===== src/hdl/sine_table.svh =====
// quarter-wave sine table, 64 points from 0 to pi/2
// each point sits mid step: round(32767 * sin((i + 0.5) * pi / 128))
localparam logic [sine_w-1:0] sine_rom [0:(2**sine_idx_w)-1] = '{
    15'd402,   15'd1206,  15'd2009,  15'd2811,
    15'd3612,  15'd4410,  15'd5205,  15'd5998,
    15'd6786,  15'd7571,  15'd8351,  15'd9126,
    15'd9896,  15'd10659, 15'd11417, 15'd12167,
    15'd12910, 15'd13645, 15'd14372, 15'd15090,
    15'd15800, 15'd16499, 15'd17189, 15'd17869,
    15'd18537, 15'd19195, 15'd19841, 15'd20475,
    15'd21096, 15'd21705, 15'd22301, 15'd22884,
    15'd23452, 15'd24007, 15'd24547, 15'd25072,
    15'd25582, 15'd26077, 15'd26556, 15'd27019,
    15'd27466, 15'd27896, 15'd28310, 15'd28706,
    15'd29085, 15'd29447, 15'd29791, 15'd30117,
    15'd30424, 15'd30714, 15'd30985, 15'd31237,
    15'd31470, 15'd31685, 15'd31880, 15'd32057,
    15'd32213, 15'd32351, 15'd32469, 15'd32567,
    15'd32646, 15'd32705, 15'd32745, 15'd32765
};


===== src/hdl/opl_reg_pkg.sv =====
// register map of the fm voice
// host port widths, register addresses and the two layouts of a written byte
package opl_reg_pkg;

    localparam int reg_addr_w = 8;    // host address bus
    localparam int reg_data_w = 8;    // host data bus

    localparam int fnum_w  = 10;
    localparam int block_w = 3;
    localparam int rate_w  = 4;       // every nibble wide field

    localparam logic [reg_addr_w-1:0] addr_fnum_lo  = 8'h00;  // fnum[7:0]
    localparam logic [reg_addr_w-1:0] addr_freq_ctl = 8'h01;  // kon, block, fnum[9:8]
    localparam logic [reg_addr_w-1:0] addr_ar_dr    = 8'h02;
    localparam logic [reg_addr_w-1:0] addr_sl_rr    = 8'h03;
    localparam logic [reg_addr_w-1:0] addr_tl_mult  = 8'h04;

    typedef struct packed {
        logic [rate_w-1:0] hi;
        logic [rate_w-1:0] lo;
    } nibble_pair_t;

    typedef struct packed {
        logic               kon;      // bit 7
        logic [block_w-1:0] block;    // bits 6..4
        logic [1:0]         rsvd;     // bits 3..2, dropped
        logic [fnum_w-9:0]  fnum_hi;  // bits 1..0
    } freq_ctl_t;

    // same byte, decoded by address
    typedef union packed {
        nibble_pair_t nib;
        freq_ctl_t    freq;
    } reg_byte_u;

endpackage


===== src/hdl/opl_synth_pkg.sv =====
// synthesis constants of the fm voice
// tick dividers, datapath widths and the envelope states
package opl_synth_pkg;

    localparam int sample_div = 32;   // clk125 cycles per sample tick
    localparam int env_div    = 4;    // sample ticks per envelope tick
    localparam int cyc_cnt_w  = $clog2(sample_div);
    localparam int env_cnt_w  = $clog2(env_div);

    localparam int phase_w    = 20;   // top 8 bits give quadrant and table index
    localparam int sine_idx_w = 6;    // quarter wave of 64 entries
    localparam int sine_w     = 15;   // table magnitude
    localparam int sample_w   = 16;   // signed output sample

    localparam int att_w = 9;
    localparam logic [att_w-1:0] att_max = '1;  // 511, silence

    // adsr phases of one voice
    typedef enum logic [2:0] {
        env_off,
        env_attack,
        env_decay,
        env_sustain,
        env_release
    } env_state_t;

endpackage


===== src/hdl/voice_cfg_if.sv =====
// voice settings bus
// written by the register file, read by phase, envelope and output stages
`timescale 1ns/1ps

interface voice_cfg_if
    import opl_reg_pkg::*;
();

    logic [fnum_w-1:0]  fnum;
    logic [block_w-1:0] block;   // octave shift
    logic [rate_w-1:0]  mult;    // frequency multiple minus one
    logic               kon;     // key-on level
    logic [rate_w-1:0]  ar;      // attack rate
    logic [rate_w-1:0]  dr;      // decay rate
    logic [rate_w-1:0]  sl;      // sustain level, steps of 32
    logic [rate_w-1:0]  rr;      // release rate
    logic [rate_w-1:0]  tl;      // total level, steps of 16

    modport reg_side (
        output fnum, block, mult, kon, ar, dr, sl, rr, tl
    );

    modport gen_side (
        input fnum, block, mult, kon, ar, dr, sl, rr, tl
    );

endinterface


===== src/hdl/env_fsm.sv =====
// adsr envelope generator
// linear rates, stepped once per envelope tick
// att is an attenuation: 0 is full scale, att_max is silence
`timescale 1ns/1ps

module env_fsm
    import opl_synth_pkg::*;
(
    input  logic             clk125,
    input  logic             arst_n,
    input  logic             env_tick,
    voice_cfg_if.gen_side    cfg,
    output logic [att_w-1:0] att,
    output logic             voice_busy
);

    env_state_t       state;
    logic             kon_prev;    // key-on seen at the previous env tick
    logic [att_w-1:0] atk_step;    // ar * 8
    logic [att_w-1:0] sus_lvl;     // sl * 32
    logic [4:0]       rise_step;   // dr in decay, rr * 2 in release
    logic [att_w:0]   att_up;      // spare msb catches the overshoot

    assign atk_step  = att_w'({cfg.ar, 3'b000});
    assign sus_lvl   = att_w'({cfg.sl, 5'b00000});
    assign rise_step = (state == env_release) ? {cfg.rr, 1'b0} : {1'b0, cfg.dr};
    assign att_up    = {1'b0, att} + (att_w + 1)'(rise_step);

    always_ff @(posedge clk125 or negedge arst_n) begin
        if (!arst_n) begin
            state    <= env_off;
            att      <= att_max;
            kon_prev <= 1'b0;
        end else if (env_tick) begin
            kon_prev <= cfg.kon;
            case (state)
                env_off: begin
                    if (cfg.kon && !kon_prev) begin
                        state <= env_attack;            // key-on edge
                    end
                end
                env_attack: begin
                    if (!cfg.kon) begin
                        state <= env_release;
                    end else if (att <= atk_step) begin
                        att   <= '0;                    // peak
                        state <= env_decay;
                    end else begin
                        att <= att - atk_step;
                    end
                end
                env_decay: begin
                    if (!cfg.kon) begin
                        state <= env_release;
                    end else if (att_up >= {1'b0, sus_lvl}) begin
                        att   <= sus_lvl;               // clamp onto the sustain level
                        state <= env_sustain;
                    end else begin
                        att <= att_up[att_w-1:0];
                    end
                end
                env_sustain: begin
                    if (!cfg.kon) begin
                        state <= env_release;           // level holds until then
                    end
                end
                env_release: begin
                    if (cfg.kon) begin
                        state <= env_attack;            // re-trigger from current att
                    end else if (att_up >= {1'b0, att_max}) begin
                        att   <= att_max;
                        state <= env_off;
                    end else begin
                        att <= att_up[att_w-1:0];
                    end
                end
                default: state <= env_off;
            endcase
        end
    end

    assign voice_busy = (state != env_off);

endmodule


===== src/hdl/fm_voice_top.sv =====
// single fm voice
// host register port in, one signed 16-bit sample out per 32 clk125 cycles
`timescale 1ns/1ps

module fm_voice_top
    import opl_reg_pkg::*, opl_synth_pkg::*;
(
    input  logic                       clk125,
    input  logic                       arst_n,
    input  logic                       reg_req,
    input  logic [reg_addr_w-1:0]      reg_addr,
    input  logic [reg_data_w-1:0]      reg_data,
    output logic                       reg_ack,
    output logic signed [sample_w-1:0] sample_out,
    output logic                       sample_valid,
    output logic                       voice_busy
);

    voice_cfg_if cfg_bus ();

    logic               sample_tick;
    logic               env_tick;
    logic [phase_w-1:0] phase;
    logic [att_w-1:0]   att;

    opl_reg_file u_reg_file (
        .clk125   (clk125),
        .arst_n   (arst_n),
        .reg_req  (reg_req),
        .reg_addr (reg_addr),
        .reg_data (reg_data),
        .reg_ack  (reg_ack),
        .cfg      (cfg_bus)
    );

    sample_timer u_timer (
        .clk125      (clk125),
        .arst_n      (arst_n),
        .sample_tick (sample_tick),
        .env_tick    (env_tick)
    );

    env_fsm u_env (
        .clk125     (clk125),
        .arst_n     (arst_n),
        .env_tick   (env_tick),
        .cfg        (cfg_bus),
        .att        (att),
        .voice_busy (voice_busy)
    );

    phase_gen u_phase (
        .clk125      (clk125),
        .arst_n      (arst_n),
        .sample_tick (sample_tick),
        .cfg         (cfg_bus),
        .phase       (phase)
    );

    operator_out u_op (
        .clk125       (clk125),
        .arst_n       (arst_n),
        .sample_tick  (sample_tick),
        .phase        (phase),
        .att          (att),
        .cfg          (cfg_bus),
        .sample_out   (sample_out),
        .sample_valid (sample_valid)
    );

endmodule


===== src/hdl/operator_out.sv =====
// operator output stage
// quarter-sine lookup, scaled by the clamped envelope plus total level
// sample registered the cycle after the phase and envelope step
`timescale 1ns/1ps

module operator_out
    import opl_synth_pkg::*;
(
    input  logic                       clk125,
    input  logic                       arst_n,
    input  logic                       sample_tick,
    input  logic [phase_w-1:0]         phase,
    input  logic [att_w-1:0]           att,
    voice_cfg_if.gen_side              cfg,
    output logic signed [sample_w-1:0] sample_out,
    output logic                       sample_valid
);

    `include "sine_table.svh"

    logic [att_w:0]             att_sum;     // envelope + tl, before the clamp
    logic [att_w-1:0]           att_tot;
    logic [att_w-1:0]           gain;        // 511 loud down to 0 silent
    logic [1:0]                 quad;
    logic [sine_idx_w-1:0]      idx;
    logic [sine_w-1:0]          mag;
    logic [sine_w+att_w-1:0]    prod;
    logic [sine_w-1:0]          scaled;
    logic signed [sample_w-1:0] sample_nxt;
    logic                       tick_d;      // phase and att are fresh here

    assign att_sum = {1'b0, att} + (att_w + 1)'({cfg.tl, 4'b0000});   // tl * 16
    assign att_tot = (att_sum > {1'b0, att_max}) ? att_max : att_sum[att_w-1:0];
    assign gain    = att_max - att_tot;

    assign quad   = phase[phase_w-1 -: 2];
    assign idx    = quad[0] ? ~phase[phase_w-3 -: sine_idx_w]    // falling quarters mirror
                            : phase[phase_w-3 -: sine_idx_w];
    assign mag    = sine_rom[idx];
    assign prod   = mag * gain;
    assign scaled = prod[att_w +: sine_w];                       // >> 9

    assign sample_nxt = quad[1] ? -$signed({1'b0, scaled})       // negative half wave
                                : $signed({1'b0, scaled});

    always_ff @(posedge clk125 or negedge arst_n) begin
        if (!arst_n) begin
            tick_d       <= 1'b0;
            sample_valid <= 1'b0;
        end else begin
            tick_d       <= sample_tick;
            sample_valid <= tick_d;      // lines up with sample_out
        end
    end

    always_ff @(posedge clk125) begin
        if (tick_d) begin
            sample_out <= sample_nxt;
        end
    end

endmodule


===== src/hdl/opl_reg_file.sv =====
// voice register file
// four-phase req/ack slave taking one byte per transfer, write only
// unknown addresses complete the handshake and change nothing
`timescale 1ns/1ps

module opl_reg_file
    import opl_reg_pkg::*;
(
    input  logic                  clk125,
    input  logic                  arst_n,
    input  logic                  reg_req,
    input  logic [reg_addr_w-1:0] reg_addr,
    input  logic [reg_data_w-1:0] reg_data,
    output logic                  reg_ack,
    voice_cfg_if.reg_side         cfg
);

    typedef enum logic {
        hs_idle,    // waiting for req
        hs_hold     // byte taken, ack held until req drops
    } hs_state_t;

    hs_state_t hs_state;
    reg_byte_u wr_byte;
    logic      wr_en;

    assign wr_byte = reg_data;
    assign wr_en   = (hs_state == hs_idle) && reg_req;  // one store per request
    assign reg_ack = (hs_state == hs_hold);

    always_ff @(posedge clk125 or negedge arst_n) begin
        if (!arst_n) begin
            hs_state <= hs_idle;
        end else begin
            case (hs_state)
                hs_idle: begin
                    if (reg_req) begin
                        hs_state <= hs_hold;    // ack rises with the store
                    end
                end
                hs_hold: begin
                    if (!reg_req) begin
                        hs_state <= hs_idle;    // ack falls once req seen low
                    end
                end
                default: hs_state <= hs_idle;
            endcase
        end
    end

    always_ff @(posedge clk125 or negedge arst_n) begin
        if (!arst_n) begin
            cfg.fnum  <= '0;
            cfg.block <= '0;
            cfg.mult  <= '0;
            cfg.kon   <= 1'b0;
            cfg.ar    <= '0;
            cfg.dr    <= '0;
            cfg.sl    <= '0;
            cfg.rr    <= '0;
            cfg.tl    <= '0;
        end else if (wr_en) begin
            case (reg_addr)
                addr_fnum_lo: begin
                    cfg.fnum[7:0] <= reg_data;
                end
                addr_freq_ctl: begin
                    cfg.kon              <= wr_byte.freq.kon;
                    cfg.block            <= wr_byte.freq.block;
                    cfg.fnum[fnum_w-1:8] <= wr_byte.freq.fnum_hi;
                end
                addr_ar_dr: begin
                    cfg.ar <= wr_byte.nib.hi;
                    cfg.dr <= wr_byte.nib.lo;
                end
                addr_sl_rr: begin
                    cfg.sl <= wr_byte.nib.hi;
                    cfg.rr <= wr_byte.nib.lo;
                end
                addr_tl_mult: begin
                    cfg.tl   <= wr_byte.nib.hi;
                    cfg.mult <= wr_byte.nib.lo;
                end
                default: ;                      // acked, dropped
            endcase
        end
    end

endmodule


===== src/hdl/phase_gen.sv =====
// phase accumulator
// advances by (fnum * (mult + 1)) << block on every sample tick, wraps at 2^20
`timescale 1ns/1ps

module phase_gen
    import opl_synth_pkg::*;
(
    input  logic               clk125,
    input  logic               arst_n,
    input  logic               sample_tick,
    voice_cfg_if.gen_side      cfg,
    output logic [phase_w-1:0] phase
);

    logic [phase_w-1:0] fnum_ext;
    logic [phase_w-1:0] mult_fac;   // mult 0 still plays the base pitch
    logic [phase_w-1:0] step;

    assign fnum_ext = phase_w'(cfg.fnum);
    assign mult_fac = phase_w'(cfg.mult) + 1'b1;

    // high block values overflow the step, same result mod 2^20
    assign step = (fnum_ext * mult_fac) << cfg.block;

    always_ff @(posedge clk125 or negedge arst_n) begin
        if (!arst_n) begin
            phase <= '0;
        end else if (sample_tick) begin
            phase <= phase + step;   // free running wrap
        end
    end

endmodule


===== src/hdl/sample_timer.sv =====
// sample and envelope strobes
// sample_tick is sampled every 32nd edge, env_tick on every fourth of those
`timescale 1ns/1ps

module sample_timer
    import opl_synth_pkg::*;
(
    input  logic clk125,
    input  logic arst_n,
    output logic sample_tick,
    output logic env_tick
);

    logic [cyc_cnt_w-1:0] cyc_cnt;    // clk125 cycles within one sample
    logic [env_cnt_w-1:0] tick_cnt;   // samples within one envelope step

    assign sample_tick = (cyc_cnt == cyc_cnt_w'(sample_div - 1));
    assign env_tick    = sample_tick && (tick_cnt == env_cnt_w'(env_div - 1));

    always_ff @(posedge clk125 or negedge arst_n) begin
        if (!arst_n) begin
            cyc_cnt  <= '0;
            tick_cnt <= '0;
        end else begin
            if (sample_tick) begin
                cyc_cnt <= '0;
            end else begin
                cyc_cnt <= cyc_cnt + 1'b1;
            end
            if (env_tick) begin
                tick_cnt <= '0;
            end else if (sample_tick) begin
                tick_cnt <= tick_cnt + 1'b1;
            end
        end
    end

endmodule


===== config.mk =====
export PLATFORM = sky130hd
export DESIGN_NAME = fm_voice_top
export DESIGN_NICKNAME = d
export VERILOG_FILES = /design/src/hdl/opl_reg_pkg.sv /design/src/hdl/opl_synth_pkg.sv /design/src/hdl/voice_cfg_if.sv /design/src/hdl/env_fsm.sv /design/src/hdl/fm_voice_top.sv /design/src/hdl/operator_out.sv /design/src/hdl/opl_reg_file.sv /design/src/hdl/phase_gen.sv /design/src/hdl/sample_timer.sv
export VERILOG_INCLUDE_DIRS = /design/src /design/src/hdl
export SDC_FILE = /design/constraint.sdc
export NUM_CORES = 1
export LEC_CHECK = 0
export BUFFER_PORTS_ARGS = -buffer_cell sky130_fd_sc_hd__buf_2
export CAP_MARGIN = 10
export CORE_MARGIN = 4
export CORE_UTILIZATION = 59
export DETAILED_ROUTE_END_ITERATION = 16
export GPL_TIMING_DRIVEN = 0
export PLACE_DENSITY_LB_ADDON = 0.15
export SYNTH_ARGS = -nofsm -noshare
export SYNTH_HDL_FRONTEND = slang
export SYNTH_SLANG_ARGS = --single-unit

===== constraint.sdc =====
create_clock -name clk125 -period 8.2 [get_ports clk125]
set_clock_uncertainty 0.15 [all_clocks]
set_input_delay 2.46 -clock clk125 [delete_from_list [all_inputs] [get_ports clk125]]
set_output_delay 2.46 -clock clk125 [all_outputs]
set_load 0.005 [all_outputs]

## After elaboration in Yosys (flattened, before gate mapping)

Memories as Yosys holds them, arrays and structs flattened.
Index checks and enable logic that the tools add are counted.

- Memories: 1
- Output and inout bits: 19
- Input bits: 19
- ROM bits: 960
- Word-level logic and storage cells: 102
- Latch bits: 0
- Register bits: 97
- Memory bits (writable): 0

- Div/mod/pow operators: 0
- Bitwise logic cells: 3
- Multipliers: 2
- Reduce and logical (&&, ||, !) cells: 16
- Shift-type cells: 1
- Equality and inequality tests: 18
- Multiplexer cells: 26
- Order comparisons: 5
- $add $sub $neg: 9

Memories:

| memory | words | width | read ports | clocked after Yosys merged registers in | write ports | RTL line | source |
|---|---|---|---|---|---|---|---|
| (no name shown) | 64 | 15 | 1 | 0 | 0 | operator_out.sv:39 | `assign mag = sine_rom[idx];` |

Operators by type and width:

| operator | number |
|---|---|
| $mux W9 | 7 |
| $mux W15 | 3 |
| $pmux W9 S3 | 1 |
| $mul A15 B9 Y24 | 1 |
| $mux W3 | 8 |
| $add A20 B20 Y20 | 1 |
| $mul A10 B20 Y20 | 1 |
| $shl A20 B3 Y20 | 1 |
| $eq A8 B2 Y1 const B | 2 |
| $neg A15 Y16 | 1 |
| $pmux W3 S5 | 1 |
| $add A9 B5 Y10 | 1 |
| $add A9 B8 Y10 | 1 |
| $ge A10 B9 Y1 | 1 |
| $ge A10 B9 Y1 const B | 1 |
| $gt A10 B9 Y1 const B | 1 |
| $mux W5 | 2 |
| $reduce_and A2 Y1 | 5 |
| $le A9 B7 Y1 | 1 |
| $sub A9 B7 Y9 | 1 |
| $sub A9 B9 Y9 const A | 1 |
| $eq A8 B1 Y1 const B | 1 |
| $eq A8 B3 Y1 const B | 1 |
| $logic_not A8 Y1 | 1 |
| other kinds (26) | 35 |

## Longest topological paths before layout

- Word-level depth: 9
- Depth in mapped cells: 37
- Depth with buffers taken out: 33

## Hierarchy

Synthesis repeated with hierarchy kept, for this count alone.

- Cells, all modules: 1,725
- Area total of the unflattened synthesis: 14,811.7 µm²

Modules (own cells, without submodules):

| module | sequential area each (µm²) | instances | area each (µm²) | cells an instance |
|---|---|---|---|---|
| operator_out | 530.5 | 1 | 7,412.1 | 970 |
| phase_gen | 500.5 | 1 | 3,886.2 | 451 |
| env_fsm | 336.6 | 1 | 1,660.3 | 191 |
| opl_reg_file | 975.9 | 1 | 1,554.0 | 91 |
| sample_timer | 175.2 | 1 | 299.0 | 22 |

## Worst setup path after synthesis

OpenSTA, ideal clock, no wires.

- Kind: flip-flop to flip-flop
- From: register u_phase.phase[18]
- To: register u_op.sample_out[8] (data pin)
- Slack: -0.119 ns
- Setup time: 0.260 ns
- Data arrival time: 7.909 ns
- Buffers on the path: 6
- Required time: 7.790 ns
- Stages on the path, launching flop included: 31
- Period minus slack after synthesis: 8.319 ns
- Path through: dfrtp_1 > buf_2 > buf_4 > buf_6 > xnor2_1 > inv_1 > ha_1 > clkbuf_1 > clkbuf_1 > o21ai_0 > a311oi_1 > nand2_1 > fa_1 > fa_1 > inv_1 > fa_1 > fa_1 > ha_1 > nand4_1 > nor4b_1 > nand2_1 > a2111oi_2 > a41o_1 > buf_6 > xnor2_1 > ha_1 > o2111ai_1 > or4_1 > o21ai_2 > a211oi_2 > xnor2_1

- Word-level cells in the longest chain between the ends: 8

RTL lines:

| what | RTL line | source |
|---|---|---|
| from (decl) | phase_gen.sv:12 | `output logic [phase_w-1:0] phase` |
| from (signal assigned) | phase_gen.sv:29 | `phase <= phase + step;` |
| $mux W6 * | operator_out.sv:37 | `assign idx = quad[0] ? ~phase[phase_w-3 -: sine_idx_w]` |
| $not A6 Y7 (implied by the code) * | operator_out.sv:39 |  |
| $mem_v2 Z64 W15 * | -- |  |
| $mux W15 (implied by the code) * (2 in series) | operator_out.sv:39 |  |
| $mul A15 B9 Y24 * | operator_out.sv:40 | `assign prod = mag * gain;` |
| $neg A15 Y16 | operator_out.sv:43 | `assign sample_nxt = quad[1] ? -$signed({1'b0, scaled})` |
| $mux W15 * | operator_out.sv:43 |  |
| named net u_op.sample_nxt[8] | operator_out.sv:29 | `logic signed [sample_w-1:0] sample_nxt;` |
| to (signal assigned) | operator_out.sv:58 | `sample_out <= sample_nxt;` |
| to (decl) | operator_out.sv:15 | `output logic signed [sample_w-1:0] sample_out,` |

The timed path passes the listed nets; every way through them passes the cells marked *. The select of a mux whose other input is x is not followed.
A chain may end at the register's enable or synchronous reset.

## Worst setup path after layout

- From: register u_phase.phase[18]
- To: register u_op.sample_out[15] (data pin)

- Word-level cells in the longest chain between the ends: 7

RTL lines:

| what | RTL line |
|---|---|
| $mux W6 | operator_out.sv:37 |
| $not A6 Y7 (implied by the code) | operator_out.sv:39 |
| $mem_v2 Z64 W15 | -- |
| $mux W15 (implied by the code) (2 in series) | operator_out.sv:39 |
| $mul A15 B9 Y24 | operator_out.sv:40 |
| $neg A15 Y16 | operator_out.sv:43 |

No other way between the ends. The select of a mux whose other input is x is not followed.

==> qor.txt <==
Nets@finish = 2039
Bufs and invs on worst path = 8
First-pass GRT wire length = 61.56 mm
Commonest non-fill, non-tap cell in the layout = inv_1
Worst R2R Start = u_phase.phase[18]$_DFFE_PN0P_
Vias per inst = 6.044
Post-Syn Area = 13970 um^2
Area added between synthesis and finish = 15.91%
Clock Pin Slew Worst Setup and Hold Paths = 0.07 ns
CTS Hold Bufs = 0
Design area = 16190 um^2
Crit path launch type = flip-flop
Most frequent cells in the layout = inv_1 (185), nand2_1 (176), nor2_1 (150), fa_1 (119), ha_1 (105)
Final worst setup slack = 0.2861 ns
Worst Setup SP = u_phase.phase[18]$_DFFE_PN0P_
Drt pass-1 iters = 5
Grt ovf = 0
Part of the Yosys area used for sequential elements = 0.1803
Synth Flop Type = dfrtp_1
Final period util = 0.9651
Placed cell count = 2034
Initial Util = 0.5969
Design Power = 3.840 mW
FP Rows = 56
Antenna Violating Nets Remaining = 0
#FFs+latches synth = 97
Post-synth EDFFs = 16
Register Area = 2522 um^2
Met2 WL = 18.02 mm
Syn avg cell area = 8.329 um^2
CP endpoint kind = flip-flop
Crit path arrival time = 7.87 ns
Crit path max fanout = 8
H-Tree Depth = 3
WL met1 = 15.78 mm
Root Buffer Master = clkbuf_16
RD Place Congestion = 0.9965
Clock sinks = 97
CTS tree = built
Worst path slowest cell = fa_1
Min Hold Slack = 0.3087 ns
Syn nets = 1928
MaxCap Viol Count = 0
Detailed-route wire length = 37.48 mm
Area after DPL = 14600 um^2
Area occupied by multi-input gates = 11010 um^2
Endpoints failing hold = 0
Final antenna diode count = 0
Final Setup Violations = 0
Fin crit period = 7.914 ns
CTS buffer count = 9
Delay-heaviest family, CP = adder cells
CTS Buffer Depth = 2
Worst hold path startpoint = u_timer.cyc_cnt[0]$_DFF_PN0_
Ys async rst share = 0.8351
Met3 Wirelength = 2.473 mm
Residual DRC = 0
Worst slack, placed = -1.920 ns
Worst-Margin Slew = 0.8645 ns
Share of the synthesized area in the top cell type = 0.1705
Chip Height = 161.9 um
Core Area = 23400 um^2
Worst skew pair latency = 0.36 ns
Maximum number of pins on one net before global-route repair = 59
Fmax = 0.1264 GHz
CP required = 8.16 ns
Dominant cell type by area after synthesis = fa_1
Most used cell, CP = fa_1
Status = finished, final reports clean
Crit path largest cell delay = 0.56 ns
Via count = 12770
Layout cells sized above 1 = 0.1824
Pins Over Slew Limit = 0
Pwr Density = 237.2 nW/um^2
Iteration-0 DRC Markers = 1166
Final TNS setup = 0 ns
Hold/Removal Path Class = flip-flop to flip-flop
Final core utilization = 0.6918
Post-Layout Cell Count = 2112
Hpwl dp = 27.98 mm
Overall Global Routing Usage = 0.2839
Setup Crit Path Kind = flip-flop to flip-flop
Filler cell count = 1932
Wire length per cell = 17.74 um
IO Count = 38
Post-Synthesis Cells = 1677
VDD IR-drop max = 558.2 uV
Top Layer Used = met4
Ys Warns = 0
Slew headroom = 0.4217
Antenna violations before repair = 0
Synth top area cells = fa_1 (17%), dfrtp_1 (13%), ha_1 (10%)
Yosys cell types = 86
Total leakage power = 7.789 nW
Vias in the first global route = 12480
Die width = 161.9 um
Die area = 26200 um^2
IO buf count = 37
worst register-to-register path: cells and delay by family, from the launching register on:
family | cells | cell delay, ns
buf+inv | 8 | 1.10
simple gates | 9 | 1.76
compound gates | 5 | 1.28
flops | 1 | 0.42
fa+ha+maj | 6 | 2.67
xor+xnor | 2 | 0.31
synthesized netlist by cell type, types with 8 or more instances:
cell / instances
inv_1: 189
nand2_1: 179
nor2_1: 160
fa_1: 119
ha_1: 113
o21ai_0: 86
dfrtp_1: 72
a21oi_1: 67
mux2_2: 58
clkbuf_1: 57
xnor2_1: 51
and2_1: 37
nand3_1: 35
nor3_1: 35
mux2i_1: 25
nand2b_1: 25
nor2b_1: 23
xor2_1: 23
or3_1: 20
a21o_1: 19
a211oi_1: 18
edfxtp_1: 16
o31ai_1: 15
a31oi_1: 14
or2_2: 14
nand3b_1: 12
a221oi_1: 10
and3_1: 10
o211ai_1: 10
dfstp_2: 9
o21a_1: 9
buf_2: 8
nand4_1: 8
o22ai_1: 8
logic make-up (layout without fill, tap and decap cells):
| kind of cell | after synthesis | count (layout) | share of synthesized area |
|---|---|---|---|
| flip-flops | 97 | 97 | 0.1803 |
| AND/OR/NAND/NOR | 588 | 588 | 0.2003 |
| adder cells (fa/ha/maj) | 233 | 233 | 0.2725 |
| XOR/XNOR | 75 | 75 | 0.04756 |
| buffers and inverters | 270 | 386 | 0.07623 |
| multiplexers | 83 | 83 | 0.06467 |
| AO/OA/AOI/OAI | 331 | 331 | 0.1585 |
power breakdown:
group	switching, mW	internal [mW]	leakage [nW]
logic	1.56	1.27	6.45
registers	0.00690	0.566	1.19
clock network	0.214	0.217	0.149
path summary, 6_finish.rpt:
path	endpoint	slack [ns]	cells past startpoint
worst max register to register	u_op.sample_out[15]$_SDFFCE_PN0P_	0.29	30
worst min-delay path	u_timer.cyc_cnt[0]$_DFF_PN0_	0.31	1
min in group asynchronous	u_phase.phase[19]$_DFFE_PN0P_	1.85	1
worst max-delay path	u_op.sample_out[15]$_SDFFCE_PN0P_	0.29	30
worst min register to register	u_timer.cyc_cnt[0]$_DFF_PN0_	0.31	1
max in group asynchronous	u_env.att[6]$_DFFE_PN1P_	5.40	2
state kept, by name (all words and copies together) (netlist names):
name                  cells
u_reg_file.cfg.dr         4
u_reg_file.cfg.tl         4
u_reg_file.cfg.kon        1
u_op.sample_valid         1
u_phase.phase            20
u_timer.cyc_cnt           5
u_reg_file.cfg.fnum      10
u_reg_file.cfg.rr         4
u_env.state               3
u_reg_file.cfg.block      3
u_reg_file.reg_ack        1
u_op.sample_out          16
u_reg_file.cfg.mult       4
u_env.att                 9
u_env.kon_prev            1
u_timer.tick_cnt          2
u_reg_file.cfg.sl         4
u_op.tick_d               1
u_reg_file.cfg.ar         4
per-layer routing:
layer / vias to the layer above / track usage
li1: 5949 / -
met1: 6172 / 0.3826
met2: 530 / 0.4728
met3: 114 / 0.03882
met4: 0 / 0.09958
met5: - / 0
timing repair:
action,in CTS,in global routing
pin swaps,42,44
setup buffers,51,16
setup endpoints to repair,16,11
gates cloned,1,0
gates resized for setup,117,77
area by class of cell:
cell class / count / share of cell area
inverter: 192 / 0.04482
multi-input combinational: 1310 / 0.6803
sequential: 97 / 0.1558
tap: 319 / 0.02465
clock inverter: 7 / 0.005023
buffer: 72 / 0.02828
clock buffer: 9 / 0.01391
timing repair buffer: 106 / 0.04722
Power figures use the tool's default switching activity.
